<file path="config.mk">
export PLATFORM = sky130hd
export DESIGN_NAME = lsu_lsc_ctl
export DESIGN_NICKNAME = d
export VERILOG_FILES = /design/src/lsu_pkg.sv /design/src/lsu_lsc_ctl.sv /design/src/lsu_result_ctl.sv /design/src/lsu_pkt_pipe.sv /design/src/lsu_addr_pipe.sv
export SDC_FILE = /design/constraint.sdc
export NUM_CORES = 1
export LEC_CHECK = 0
export BUFFER_PORTS_ARGS = -buffer_cell sky130_fd_sc_hd__clkbuf_2
export CORE_MARGIN = 10
export CORE_UTILIZATION = 52
export CTS_CLUSTER_SIZE = 30
export DETAILED_ROUTE_END_ITERATION = 10
export PLACE_DENSITY = 0.87
export SLEW_MARGIN = 40
export SYNTH_ARGS = -nofsm -noshare
export SYNTH_HDL_FRONTEND = slang
export SYNTH_SLANG_ARGS = --single-unit
</file>
<file path="constraint.sdc">
create_clock -name clk -period 8.75 [get_ports clk]
set_input_delay 1.3125 -clock clk [delete_from_list [all_inputs] [get_ports clk]]
set_output_delay 1.3125 -clock clk [all_outputs]
set_load 0.05 [all_outputs]
</file>
<file path="src/lsu_pkg.sv">
package lsu_pkg;

   // ************************************************************
   // Widths
   // ************************************************************
   localparam int ADDR_W     = 32;
   localparam int DATA_W     = 32;
   localparam int OFFSET_W   = 12;
   localparam int SIZE_W     = 2;
   localparam int MSCAUSE_W  = 4;

   typedef logic [ADDR_W-1:0]    addr_t;     // Byte address
   typedef logic [DATA_W-1:0]    data_t;     // Register or load data word
   typedef logic [OFFSET_W-1:0]  offset_t;   // Immediate, signed in use
   typedef logic [SIZE_W-1:0]    size_t;     // Access size code
   typedef logic [MSCAUSE_W-1:0] mscause_t;  // Fault cause

   // Access size codes
   localparam size_t SZ_BYTE = 2'd0;
   localparam size_t SZ_HALF = 2'd1;
   localparam size_t SZ_WORD = 2'd2;

   // ************************************************************
   // Memory map
   // ************************************************************
   localparam addr_t DCCM_BASE      = 32'hF004_0000;
   localparam int    DCCM_SIZE_LOG2 = 16;              // 64 KB window
   localparam addr_t PIC_BASE       = 32'hF00C_0000;
   localparam int    PIC_SIZE_LOG2  = 15;              // 32 KB window

   // Top nibble shared by the DCCM and PIC windows
   localparam logic [3:0] INTERNAL_REGION = 4'hF;

   // ************************************************************
   // Fault causes
   // ************************************************************
   localparam mscause_t MSC_NONE       = 4'd0;
   localparam mscause_t MSC_MISALIGNED = 4'd1;
   localparam mscause_t MSC_UNMAPPED   = 4'd2;   // Internal region, no window hit
   localparam mscause_t MSC_STRADDLE   = 4'd3;   // Start and end in different windows

endpackage
</file>
<file path="src/lsu_lsc_ctl.sv">
module lsu_lsc_ctl (
   input  logic               clk,
   input  logic               rst,
   // D stage
   input  logic               lsu_valid_d,
   input  logic               lsu_load_d,
   input  logic               lsu_store_d,
   input  lsu_pkg::size_t     lsu_size_d,
   input  logic               lsu_unsign_d,
   input  lsu_pkg::addr_t     rs1_d,
   input  lsu_pkg::offset_t   offset_d,
   // Flushes and M-stage data
   input  logic               flush_m_up,
   input  logic               flush_r,
   input  lsu_pkg::data_t     lsu_ld_data_m,
   input  lsu_pkg::data_t     bus_read_data_m,
   // Address down the pipe
   output lsu_pkg::addr_t     lsu_addr_d,
   output lsu_pkg::addr_t     lsu_addr_m,
   output lsu_pkg::addr_t     lsu_addr_r,
   output lsu_pkg::addr_t     end_addr_r,
   output logic               addr_in_dccm_m,
   output logic               addr_in_pic_m,
   output logic               addr_external_m,
   output logic               lsu_exc_m,
   output lsu_pkg::data_t     lsu_result_m,
   output logic               lsu_commit_r,
   // Exception packet
   output logic               exc_valid_r,
   output logic               exc_type_r,
   output logic               inst_type_r,
   output lsu_pkg::mscause_t  exc_mscause_r,
   output lsu_pkg::addr_t     exc_addr_r
);

   import lsu_pkg::*;

   logic     misaligned_r, access_fault_r;
   mscause_t mscause_r;
   logic     valid_m, unsign_m, valid_r, store_r;
   size_t    size_m;

   lsu_addr_pipe i_lsu_addr_pipe (
      .clk, .rst, .rs1_d, .offset_d, .lsu_size_d,
      .lsu_addr_d, .lsu_addr_m, .addr_r(lsu_addr_r), .end_addr_r,
      .addr_in_dccm_m, .addr_in_pic_m, .addr_external_m, .lsu_exc_m,
      .misaligned_r, .access_fault_r, .mscause_r
   );

   lsu_pkt_pipe i_lsu_pkt_pipe (
      .clk, .rst, .lsu_valid_d, .lsu_load_d, .lsu_store_d, .lsu_unsign_d,
      .flush_m_up, .lsu_size_d,
      .valid_m, .store_m(), .unsign_m, .valid_r, .store_r, .size_m
   );

   lsu_result_ctl i_lsu_result_ctl (
      .valid_m, .unsign_m, .addr_external_m, .valid_r, .store_r,
      .misaligned_r, .access_fault_r, .flush_r, .size_m,
      .lsu_ld_data_m, .bus_read_data_m, .addr_r(lsu_addr_r), .mscause_r,
      .lsu_result_m, .lsu_commit_r, .exc_valid_r, .exc_type_r,
      .inst_type_r, .exc_mscause_r, .exc_addr_r
   );

endmodule

</file>
<file path="src/lsu_result_ctl.sv">
module lsu_result_ctl (
   input  logic               valid_m,
   input  logic               unsign_m,
   input  logic               addr_external_m,
   input  logic               valid_r,
   input  logic               store_r,
   input  logic               misaligned_r,
   input  logic               access_fault_r,
   input  logic               flush_r,
   input  lsu_pkg::size_t     size_m,
   input  lsu_pkg::data_t     lsu_ld_data_m,      // DCCM data
   input  lsu_pkg::data_t     bus_read_data_m,    // External bus data
   input  lsu_pkg::addr_t     addr_r,
   input  lsu_pkg::mscause_t  mscause_r,
   output lsu_pkg::data_t     lsu_result_m,
   output logic               lsu_commit_r,
   output logic               exc_valid_r,
   output logic               exc_type_r,
   output logic               inst_type_r,
   output lsu_pkg::mscause_t  exc_mscause_r,
   output lsu_pkg::addr_t     exc_addr_r
);

   import lsu_pkg::*;

   data_t ld_data_m;     // Selected source
   data_t ld_ext_m;      // After extension

   // ************************************************************
   // M-stage load result
   // ************************************************************
   assign ld_data_m = addr_external_m ? bus_read_data_m : lsu_ld_data_m;

   always_comb begin
      ld_ext_m = '0;
      case (size_m)
         SZ_BYTE: begin
            if (unsign_m) ld_ext_m = {24'b0, ld_data_m[7:0]};
            else          ld_ext_m = {{24{ld_data_m[7]}}, ld_data_m[7:0]};
         end
         SZ_HALF: begin
            if (unsign_m) ld_ext_m = {16'b0, ld_data_m[15:0]};
            else          ld_ext_m = {{16{ld_data_m[15]}}, ld_data_m[15:0]};
         end
         SZ_WORD: ld_ext_m = ld_data_m;
         default: ld_ext_m = '0;     // Unused size code
      endcase
   end

   // All zeros when nothing is in M
   assign lsu_result_m = valid_m ? ld_ext_m : '0;

   // ************************************************************
   // R-stage exception packet and commit
   // ************************************************************

   // Packet stays up under flush_r, only commit is blocked
   assign exc_valid_r   = valid_r & (misaligned_r | access_fault_r);
   assign exc_type_r    = access_fault_r;     // 0 is misaligned
   assign inst_type_r   = store_r;
   assign exc_mscause_r = mscause_r;
   assign exc_addr_r    = addr_r;

   assign lsu_commit_r = valid_r & ~flush_r;

endmodule

</file>
<file path="src/lsu_pkt_pipe.sv">
module lsu_pkt_pipe (
   input  logic             clk,
   input  logic             rst,
   input  logic             lsu_valid_d,
   input  logic             lsu_load_d,
   input  logic             lsu_store_d,
   input  logic             lsu_unsign_d,
   input  logic             flush_m_up,      // Kills D and M
   input  lsu_pkg::size_t   lsu_size_d,
   output logic             valid_m,
   output logic             store_m,
   output logic             unsign_m,
   output logic             valid_r,
   output logic             store_r,
   output lsu_pkg::size_t   size_m
);

   logic valid_d;      // Qualified D valid
   logic valid_m_in;
   logic valid_r_in;

   // ************************************************************
   // Valid chain
   // ************************************************************

   // Neither load nor store means no access at all
   assign valid_d = lsu_valid_d & (lsu_load_d | lsu_store_d);

   assign valid_m_in = valid_d & ~flush_m_up;
   assign valid_r_in = valid_m & ~flush_m_up;

   always_ff @(posedge clk) begin
      if (rst) begin
         valid_m <= 1'b0;
         valid_r <= 1'b0;
      end else begin
         valid_m <= valid_m_in;
         valid_r <= valid_r_in;
      end
   end

   // ************************************************************
   // Packet payload
   // ************************************************************

   // Only meaningful while the matching valid is set
   always_ff @(posedge clk) begin
      store_m  <= lsu_store_d;
      unsign_m <= lsu_unsign_d;
      size_m   <= lsu_size_d;
      store_r  <= store_m;     // Size and unsign are not needed past M
   end

endmodule

</file>
<file path="src/lsu_addr_pipe.sv">
module lsu_addr_pipe (
   input  logic               clk,
   input  logic               rst,
   input  lsu_pkg::addr_t     rs1_d,
   input  lsu_pkg::offset_t   offset_d,
   input  lsu_pkg::size_t     lsu_size_d,
   output lsu_pkg::addr_t     lsu_addr_d,
   output lsu_pkg::addr_t     lsu_addr_m,
   output lsu_pkg::addr_t     addr_r,
   output lsu_pkg::addr_t     end_addr_r,
   output logic               addr_in_dccm_m,
   output logic               addr_in_pic_m,
   output logic               addr_external_m,
   output logic               lsu_exc_m,
   output logic               misaligned_r,
   output logic               access_fault_r,
   output lsu_pkg::mscause_t  mscause_r
);

   import lsu_pkg::*;

   addr_t    end_addr_d, end_addr_m;
   addr_t    size_off_d;                        // Size minus one, in bytes
   logic     start_dccm_d, start_pic_d, end_dccm_d, end_pic_d;
   logic     unmapped_d, straddle_d, unaligned_d;
   logic     misaligned_d, access_fault_d;
   logic     misaligned_m, access_fault_m;
   mscause_t mscause_d, mscause_m;

   function automatic logic in_dccm(input addr_t a);
      return a[ADDR_W-1:DCCM_SIZE_LOG2] == DCCM_BASE[ADDR_W-1:DCCM_SIZE_LOG2];
   endfunction

   function automatic logic in_pic(input addr_t a);
      return a[ADDR_W-1:PIC_SIZE_LOG2] == PIC_BASE[ADDR_W-1:PIC_SIZE_LOG2];
   endfunction

   // ************************************************************
   // Address generation
   // ************************************************************
   assign lsu_addr_d = rs1_d + {{(ADDR_W-OFFSET_W){offset_d[OFFSET_W-1]}}, offset_d};

   always_comb begin
      size_off_d  = '0;
      unaligned_d = 1'b0;
      case (lsu_size_d)
         SZ_HALF: begin
            size_off_d  = addr_t'(1);
            unaligned_d = lsu_addr_d[0];
         end
         SZ_WORD: begin
            size_off_d  = addr_t'(3);
            unaligned_d = |lsu_addr_d[1:0];
         end
         default: ;                             // Byte access is always aligned
      endcase
   end

   assign end_addr_d = lsu_addr_d + size_off_d;

   // ************************************************************
   // Region decode and faults
   // ************************************************************
   assign start_dccm_d = in_dccm(lsu_addr_d);
   assign start_pic_d  = in_pic(lsu_addr_d);
   assign end_dccm_d   = in_dccm(end_addr_d);
   assign end_pic_d    = in_pic(end_addr_d);

   // Either end lands in the internal region outside both windows
   assign unmapped_d = ((lsu_addr_d[ADDR_W-1 -: 4] == INTERNAL_REGION) & ~start_dccm_d &
                        ~start_pic_d) |
                       ((end_addr_d[ADDR_W-1 -: 4] == INTERNAL_REGION) & ~end_dccm_d &
                        ~end_pic_d);
   assign straddle_d = (start_dccm_d ^ end_dccm_d) | (start_pic_d ^ end_pic_d);

   // DCCM takes unaligned accesses that stay inside it
   assign misaligned_d   = unaligned_d & ~(start_dccm_d & end_dccm_d);
   assign access_fault_d = (unmapped_d | straddle_d) & ~misaligned_d;

   assign mscause_d = misaligned_d ? MSC_MISALIGNED :
                      unmapped_d   ? MSC_UNMAPPED   :
                      straddle_d   ? MSC_STRADDLE   : MSC_NONE;

   // ************************************************************
   // D -> M -> R registers
   // ************************************************************
   always_ff @(posedge clk) begin
      if (rst) begin
         addr_in_dccm_m  <= 1'b0;
         addr_in_pic_m   <= 1'b0;
         addr_external_m <= 1'b0;
         misaligned_m    <= 1'b0;
         access_fault_m  <= 1'b0;
         mscause_m       <= MSC_NONE;
         misaligned_r    <= 1'b0;
         access_fault_r  <= 1'b0;
         mscause_r       <= MSC_NONE;
      end else begin
         addr_in_dccm_m  <= start_dccm_d;
         addr_in_pic_m   <= start_pic_d;
         addr_external_m <= ~start_dccm_d & ~start_pic_d;
         misaligned_m    <= misaligned_d;
         access_fault_m  <= access_fault_d;
         mscause_m       <= mscause_d;
         misaligned_r    <= misaligned_m;
         access_fault_r  <= access_fault_m;
         mscause_r       <= mscause_m;
      end
   end

   always_ff @(posedge clk) begin
      lsu_addr_m <= lsu_addr_d;
      end_addr_m <= end_addr_d;
      addr_r     <= lsu_addr_m;
      end_addr_r <= end_addr_m;
   end

   assign lsu_exc_m = misaligned_m | access_fault_m;

endmodule

</file>
## Yosys cells after proc, flatten, opt, wreduce, memory -nomap -nowiden

Cells that the tools add are included.

| storage, ports and cells | value |
|---|---|
| bits in registers | 150 |
| input port bits | 118 |
| output and inout bits | 204 |
| logic and storage cells | 76 |

| cells by class | value |
|---|---|
| add/subtract/negate cells | 2 |
| equal/unequal tests | 10 |
| muxes and demuxes | 10 |
| bitwise logic cells | 29 |
| reduce and logical (&&, ||, !) cells | 4 |

Operator list:

| cell | number |
|---|---|
| $mux W32 | 4 |
| $pmux W32 S3 | 1 |
| $eq A17 B17 Y1 const B | 2 |
| $add A32 B2 Y32 | 1 |
| $add A32 B32 Y32 | 1 |
| $eq A16 B16 Y1 const B | 2 |
| $and A1 B1 Y1 | 13 |
| $eq A4 B4 Y1 const B | 2 |
| $not A1 Y1 | 8 |
| $or A1 B1 Y1 | 6 |
| $eq A2 B1 Y1 const B | 2 |
| $eq A2 B2 Y1 const B | 2 |
| $mux W2 | 2 |
| $pmux W2 S2 | 1 |
| $reduce_or A2 Y1 | 2 |
| $reduce_or A3 Y1 | 1 |
| $logic_not A2 Y1 | 1 |
| $pmux W1 S2 | 1 |
| $xor A1 B1 Y1 | 2 |
| $mux W1 | 1 |

## Depth between registers and ports, before layout

| logic depth | value |
|---|---|
| depth after elaboration | 10 |
| mapped depth | 19 |
| mapped depth without buffers | 19 |

## Hierarchy

From an unflattened synthesis, not the netlist that was laid out.

| unflattened totals | value |
|---|---|
| cell total of the unflattened synthesis | 756 |
| area total of the unflattened synthesis | 7165.6 um^2 |

Modules (own cells, without submodules):

| module | instances | cells each | area each (um^2) | seq. area each (um^2) |
|---|---|---|---|---|
| lsu_addr_pipe | 1 | 599 | 5930.7 | 2782.7 |
| lsu_result_ctl | 1 | 147 | 1068.5 | 0.0 |
| lsu_pkt_pipe | 1 | 10 | 166.4 | 140.1 |

## Worst setup path before layout

OpenSTA, ideal clock, no wires.

| path | value |
|---|---|
| path kind | in2reg |
| from | in rs1_d[0] |
| to | reg i_lsu_addr_pipe.mscause_m[0] |
| library setup time | 0.134 ns |
| data arrival time | 5.979 ns |
| data required time | 8.616 ns |
| setup slack | 2.636 ns |
| cell stages on the path | 16 |
| buffers on the path | 0 |
| cells stage by stage | ha_1 > fa_1 > a21o_1 > a221oi_2 > o21ai_1 > xor2_1 > and4_1 > or4b_1 > nor4_2 > a21oi_1 > a2111oi_4 > nand3_2 > a2111oi_0 > ha_1 > nor2_1 > a211oi_1 |

| on the way | value |
|---|---|
| word-level cells in the longest chain between the ends | 9 |
| elaborated cells between the ends (all ways) | 28 |
| classes of those cells | 2 x add/sub; 6 x eq/ne; 4 x mux; 15 x bitwise; 1 x reduce/logical |

Ends and longest elaborated chain:

| item | RTL line | RTL |
|---|---|---|
| start: declaration | lsu_lsc_ctl.sv:10 | `input lsu_pkg::addr_t rs1_d,` |
| $add A32 B32 Y32 * | lsu_addr_pipe.sv:41 | `assign lsu_addr_d = rs1_d + {{(ADDR_W-OFFSET_W){offset_d[OFFSET_W-1]}}, offset_d};` |
| net lsu_addr_d[8] | lsu_lsc_ctl.sv:18 | `output lsu_pkg::addr_t lsu_addr_d,` |
| $add A32 B2 Y32 * | lsu_addr_pipe.sv:59 | `assign end_addr_d = lsu_addr_d + size_off_d;` |
| $eq A16 B16 Y1 | lsu_addr_pipe.sv:31 | `return a[ADDR_W-1:DCCM_SIZE_LOG2] == DCCM_BASE[ADDR_W-1:DCCM_SIZE_LOG2];` |
| $not A1 Y1 | lsu_addr_pipe.sv:72 | `((end_addr_d[ADDR_W-1 -: 4] == INTERNAL_REGION) & ~end_dccm_d &` |
| $and A1 B1 Y1 (2 in series) | lsu_addr_pipe.sv:72 |  |
| $or A1 B1 Y1 | lsu_addr_pipe.sv:71 | `~start_pic_d) \|` |
| $mux W2 | lsu_addr_pipe.sv:81 | `unmapped_d ? MSC_UNMAPPED :` |
| $mux W1 * | lsu_addr_pipe.sv:80 | `assign mscause_d = misaligned_d ? MSC_MISALIGNED :` |
| end signal: assignment | lsu_addr_pipe.sv:104 | `mscause_m <= mscause_d;` |
| end: declaration | lsu_addr_pipe.sv:28 | `mscause_t mscause_d, mscause_m;` |

The timed path passes the listed nets; every way through them passes the cells marked *.
A chain may end at the register's enable or synchronous reset.

## Final worst setup path

| path | value |
|---|---|
| from | in offset_d[11] |
| to | out lsu_addr_d[31] |

| on the way | value |
|---|---|
| word-level cells in the longest chain between the ends | 1 |

Ends and longest elaborated chain:

| item | RTL line | RTL |
|---|---|---|
| start: declaration | lsu_lsc_ctl.sv:11 | `input lsu_pkg::offset_t offset_d,` |
| $add A32 B32 Y32 | lsu_addr_pipe.sv:41 |  |
| end: declaration | lsu_lsc_ctl.sv:18 |  |

No other way between the ends.

==> metrics.csv <==
stage,metric,value,unit
status,status,finished clean,
drt,vias,6730,
logic_synthesis,synth_compound_gate_area_share,0.1606,
timing,skew,0.01087,ns
drt,routed_via_density,5.445,
flow_run,cap_violations,0,
floorplan,die_h,138.4,um
logic_synthesis,ys.flop_type,dfxtp_1,
timing,fin_crit,5.877,ns
logic_synthesis,synth_cell_types,83,
logic_synthesis,ys_async_sr_fraction,0,
cells_and_area,final_common_cell,clkbuf_2,
clocking,cts_tree,yes,
logic_synthesis,synth.yosys.warnings,0,
timing,rsz0062_at_grt,no,
cells_and_area,n_fill_cell,1107,
critical_path,worstSetupPathType,in2out,
placed_design,place_congestion,1.024,
timing,setup_viol,0,
logic_synthesis,ys_ff_latch,146,
global_routing,top_usage_layer,met2,
logic_synthesis,seq_area_frac_synth,0.4008,
logic_synthesis,syn_area,7292,um2
power,ir_drop,0.1462,mV
timing,fmax,170.2,MHz
global_routing,grt_overflow_total,0,
global_routing,antenna_found_initial,2,
clocking,post_cts_resized,0,
power,power_leakage,4.399,nW
placed_design,port_buffers,319,
drt,drcViolationCount,0,
clocking,cts_buffers,17,
floorplan,rows,43,
clocking,max-clock-path-buffers,2,
global_routing,gr-usage-met3,0.06747,
global_routing,grt_max_degree,34,
global_routing,grt_pass1_wl,38110,um
critical_path,cp.required,7.44,ns
timing,tightest_slew,0.7119,ns
critical_path,critPathCaptureType,output pin,
cells_and_area,finish.instance_area,9323,um2
timing,period_share,0.6717,
critical_path,path_max_fanout,21,
floorplan,die_w,138.4,um
placed_design,dpl.hpwl,20650,um
critical_path,cp.arrival,4.56,ns
timing,tns,0,ns
floorplan,start_util,0.5274,
logic_synthesis,synthSimpleGateAreaFrac,0.1779,
global_routing,grtUsageMet2,0.4325,
cells_and_area,multi_input_area,3902,um2
drt,drt_first_pass_iters,5,
clocking,clk_pin_slew,0.06,ns
logic_synthesis,synth_xor_area_frac,0.06795,
global_routing,track_usage,0.2477,
cells_and_area,layout-area-overhead-vs-synth,27.85,%
drt,wl,25030,um
clocking,cts-root-buf,clkbuf_16,
floorplan,io_pins,322,
logic_synthesis,yosys.area_share.adder,0.06898,
cells_and_area,mostFrequentLayoutCells,"319 x clkbuf_2, 146 x dfxtp_1, 69 x nand2_1",
cells_and_area,seqCellArea,2923,um2
clocking,post_cts_buffers,0,
floorplan,core_area,13830,um2
global_routing,met1_usage,0.2808,
logic_synthesis,synth_top_family_by_area,simple AND/OR/NAND/NOR gates,
cells_and_area,drive_gt1_frac,0.3947,
clocking,postCtsHoldBufs,0,
critical_path,start_kind,input pin,
timing,finalHoldViolCount,0,
clocking,insertion_delay,0.43,ns
drt,ant_nets,0,
clocking,htreeDepth,4,
drt,wl_per_cell,20.25,um
power,power_density,292.2,nW/um2
timing,slew_viol_final,0,
floorplan,die_area,19160,um2
logic_synthesis,synth_edf_count,0,
clocking,cts_sinks,146,
drt,dr.first_iter.drc_count,431,
logic_synthesis,synthCells,767,
worst_hold_path,hp-class,reg2reg,
placed_design,place_area,8733,um2
global_routing,first_global_vias,6566,
logic_synthesis,synthMuxAreaShare,0.05800,
logic_synthesis,syn_area_per_cell,9.507,um2
cells_and_area,nNetsFinal,1198,
timing,relSlewSlack,0.5179,
[sequential cells by signal, indices dropped and copies added (netlist names), 2 cells and up]
signal                      count
i_lsu_addr_pipe.addr_r         32
i_lsu_addr_pipe.end_addr_m     32
i_lsu_addr_pipe.end_addr_r     32
i_lsu_addr_pipe.lsu_addr_m     32
i_lsu_addr_pipe.mscause_m       2
i_lsu_addr_pipe.mscause_r       2
i_lsu_pkt_pipe.size_m           2
[per-layer routing]
| metal | wire, um | part of all wire |
|---|---|---|
| met1 | 9818 | 0.39 |
| met4 | 563 | 0.022 |
| met2 | 12870 | 0.51 |
| met3 | 1783 | 0.071 |
| met5 | 0 | 0 |
[kinds of logic after synthesis]
family	count (synthesis)
flops	146
other cells	1
compound gates	163
buf+inv	86
fa+ha+maj	39
simple gates	242
mux	39
xor+xnor	51
[cell usage after synthesis, types with 4 or more instances]
cell        n  area share
xnor2_1    34       0.041
a211oi_1    9      0.0093
o21ai_0    16       0.011
o31ai_1     4      0.0041
o211ai_1    5      0.0051
nor4_1      8      0.0069
clkbuf_1   18      0.0093
o21bai_1    5      0.0051
buf_2       9      0.0062
xor2_1     12       0.014
a21oi_2     5      0.0060
a21oi_1    60       0.041
o21a_1      4      0.0041
nand4_1    19       0.016
or3_1       9      0.0077
nor2_1     45       0.023
nand2_1    70       0.036
nand2b_1    5      0.0043
and3_1      5      0.0043
mux2i_1    13       0.018
ha_1       37       0.063
nor3_1     15       0.010
mux2_2     26       0.040
o21ai_1     5      0.0034
inv_1      19      0.0098
buf_4      37       0.038
and4_1      9       0.011
a21o_1     14       0.014
dfxtp_1   146        0.40
nand3_1    17       0.012
nor2b_1    10      0.0086
[worst paths after layout]
path	end	depth (start not counted)	from	slack, ns
max	lsu_addr_d[31]	13	offset_d[11]	2.87
min	i_lsu_addr_pipe.end_addr_r[31]$_DFF_P_	0	i_lsu_addr_pipe.end_addr_m[31]$_DFF_P_	0.32
max reg2reg	i_lsu_pkt_pipe.valid_r$_SDFF_PP0_	1	i_lsu_pkt_pipe.valid_m$_SDFF_PP0_	8.14
min reg2reg	i_lsu_addr_pipe.end_addr_r[31]$_DFF_P_	0	i_lsu_addr_pipe.end_addr_m[31]$_DFF_P_	0.32
[per-stage QoR]
step | power, mW | utilization | cells | worst slack [ns] | hold slack [ns]
5_1_grt | 2.826 | 0.6742 | 1236 | 2.495 | 0.3292
4_1_cts | 2.737 | 0.6739 | 1234 | 2.889 | 0.3248
3_3_place_gp | 2.024 | 0.6313 | 1202 | 2.572 | 0.3100
3_5_place_dp | 2.037 | 0.6316 | 1202 | 2.552 | 0.3121
2_1_floorplan | 1.779 | - | 768 | 2.636 | 0.3096
6_report | 2.724 | 0.6742 | 1236 | 2.873 | 0.3236
[critical path, cell delays in order]
cell and delay, ns:
clkbuf_2 0.30, ha_1 0.54, a21oi_2 0.23, o21ai_2 0.11, a21oi_1 0.38, o21bai_1 0.18
nor2_1 0.19, o21bai_1 0.09, a221o_1 0.32, a21oi_1 0.21, xnor2_1 0.22, inv_1 0.20
clkbuf_2 0.28
[where the power goes]
group | switching [mW] | internal [mW]
logic | 0.917 | 0.246
clock network | 0.313 | 0.386
registers | 0.0558 | 0.805
[layout make-up]
type                    instances  area share
diodes                          2   0.0005368
clock buffers                  18     0.04711
clock inverters                14     0.01557
inverters                      19    0.007650
multi-input cells             536      0.4186
flip-flops and latches        146      0.3135
well taps                     180     0.02416
repair buffers                321      0.1729
Note: power is estimated with default switching activity, not from simulation.
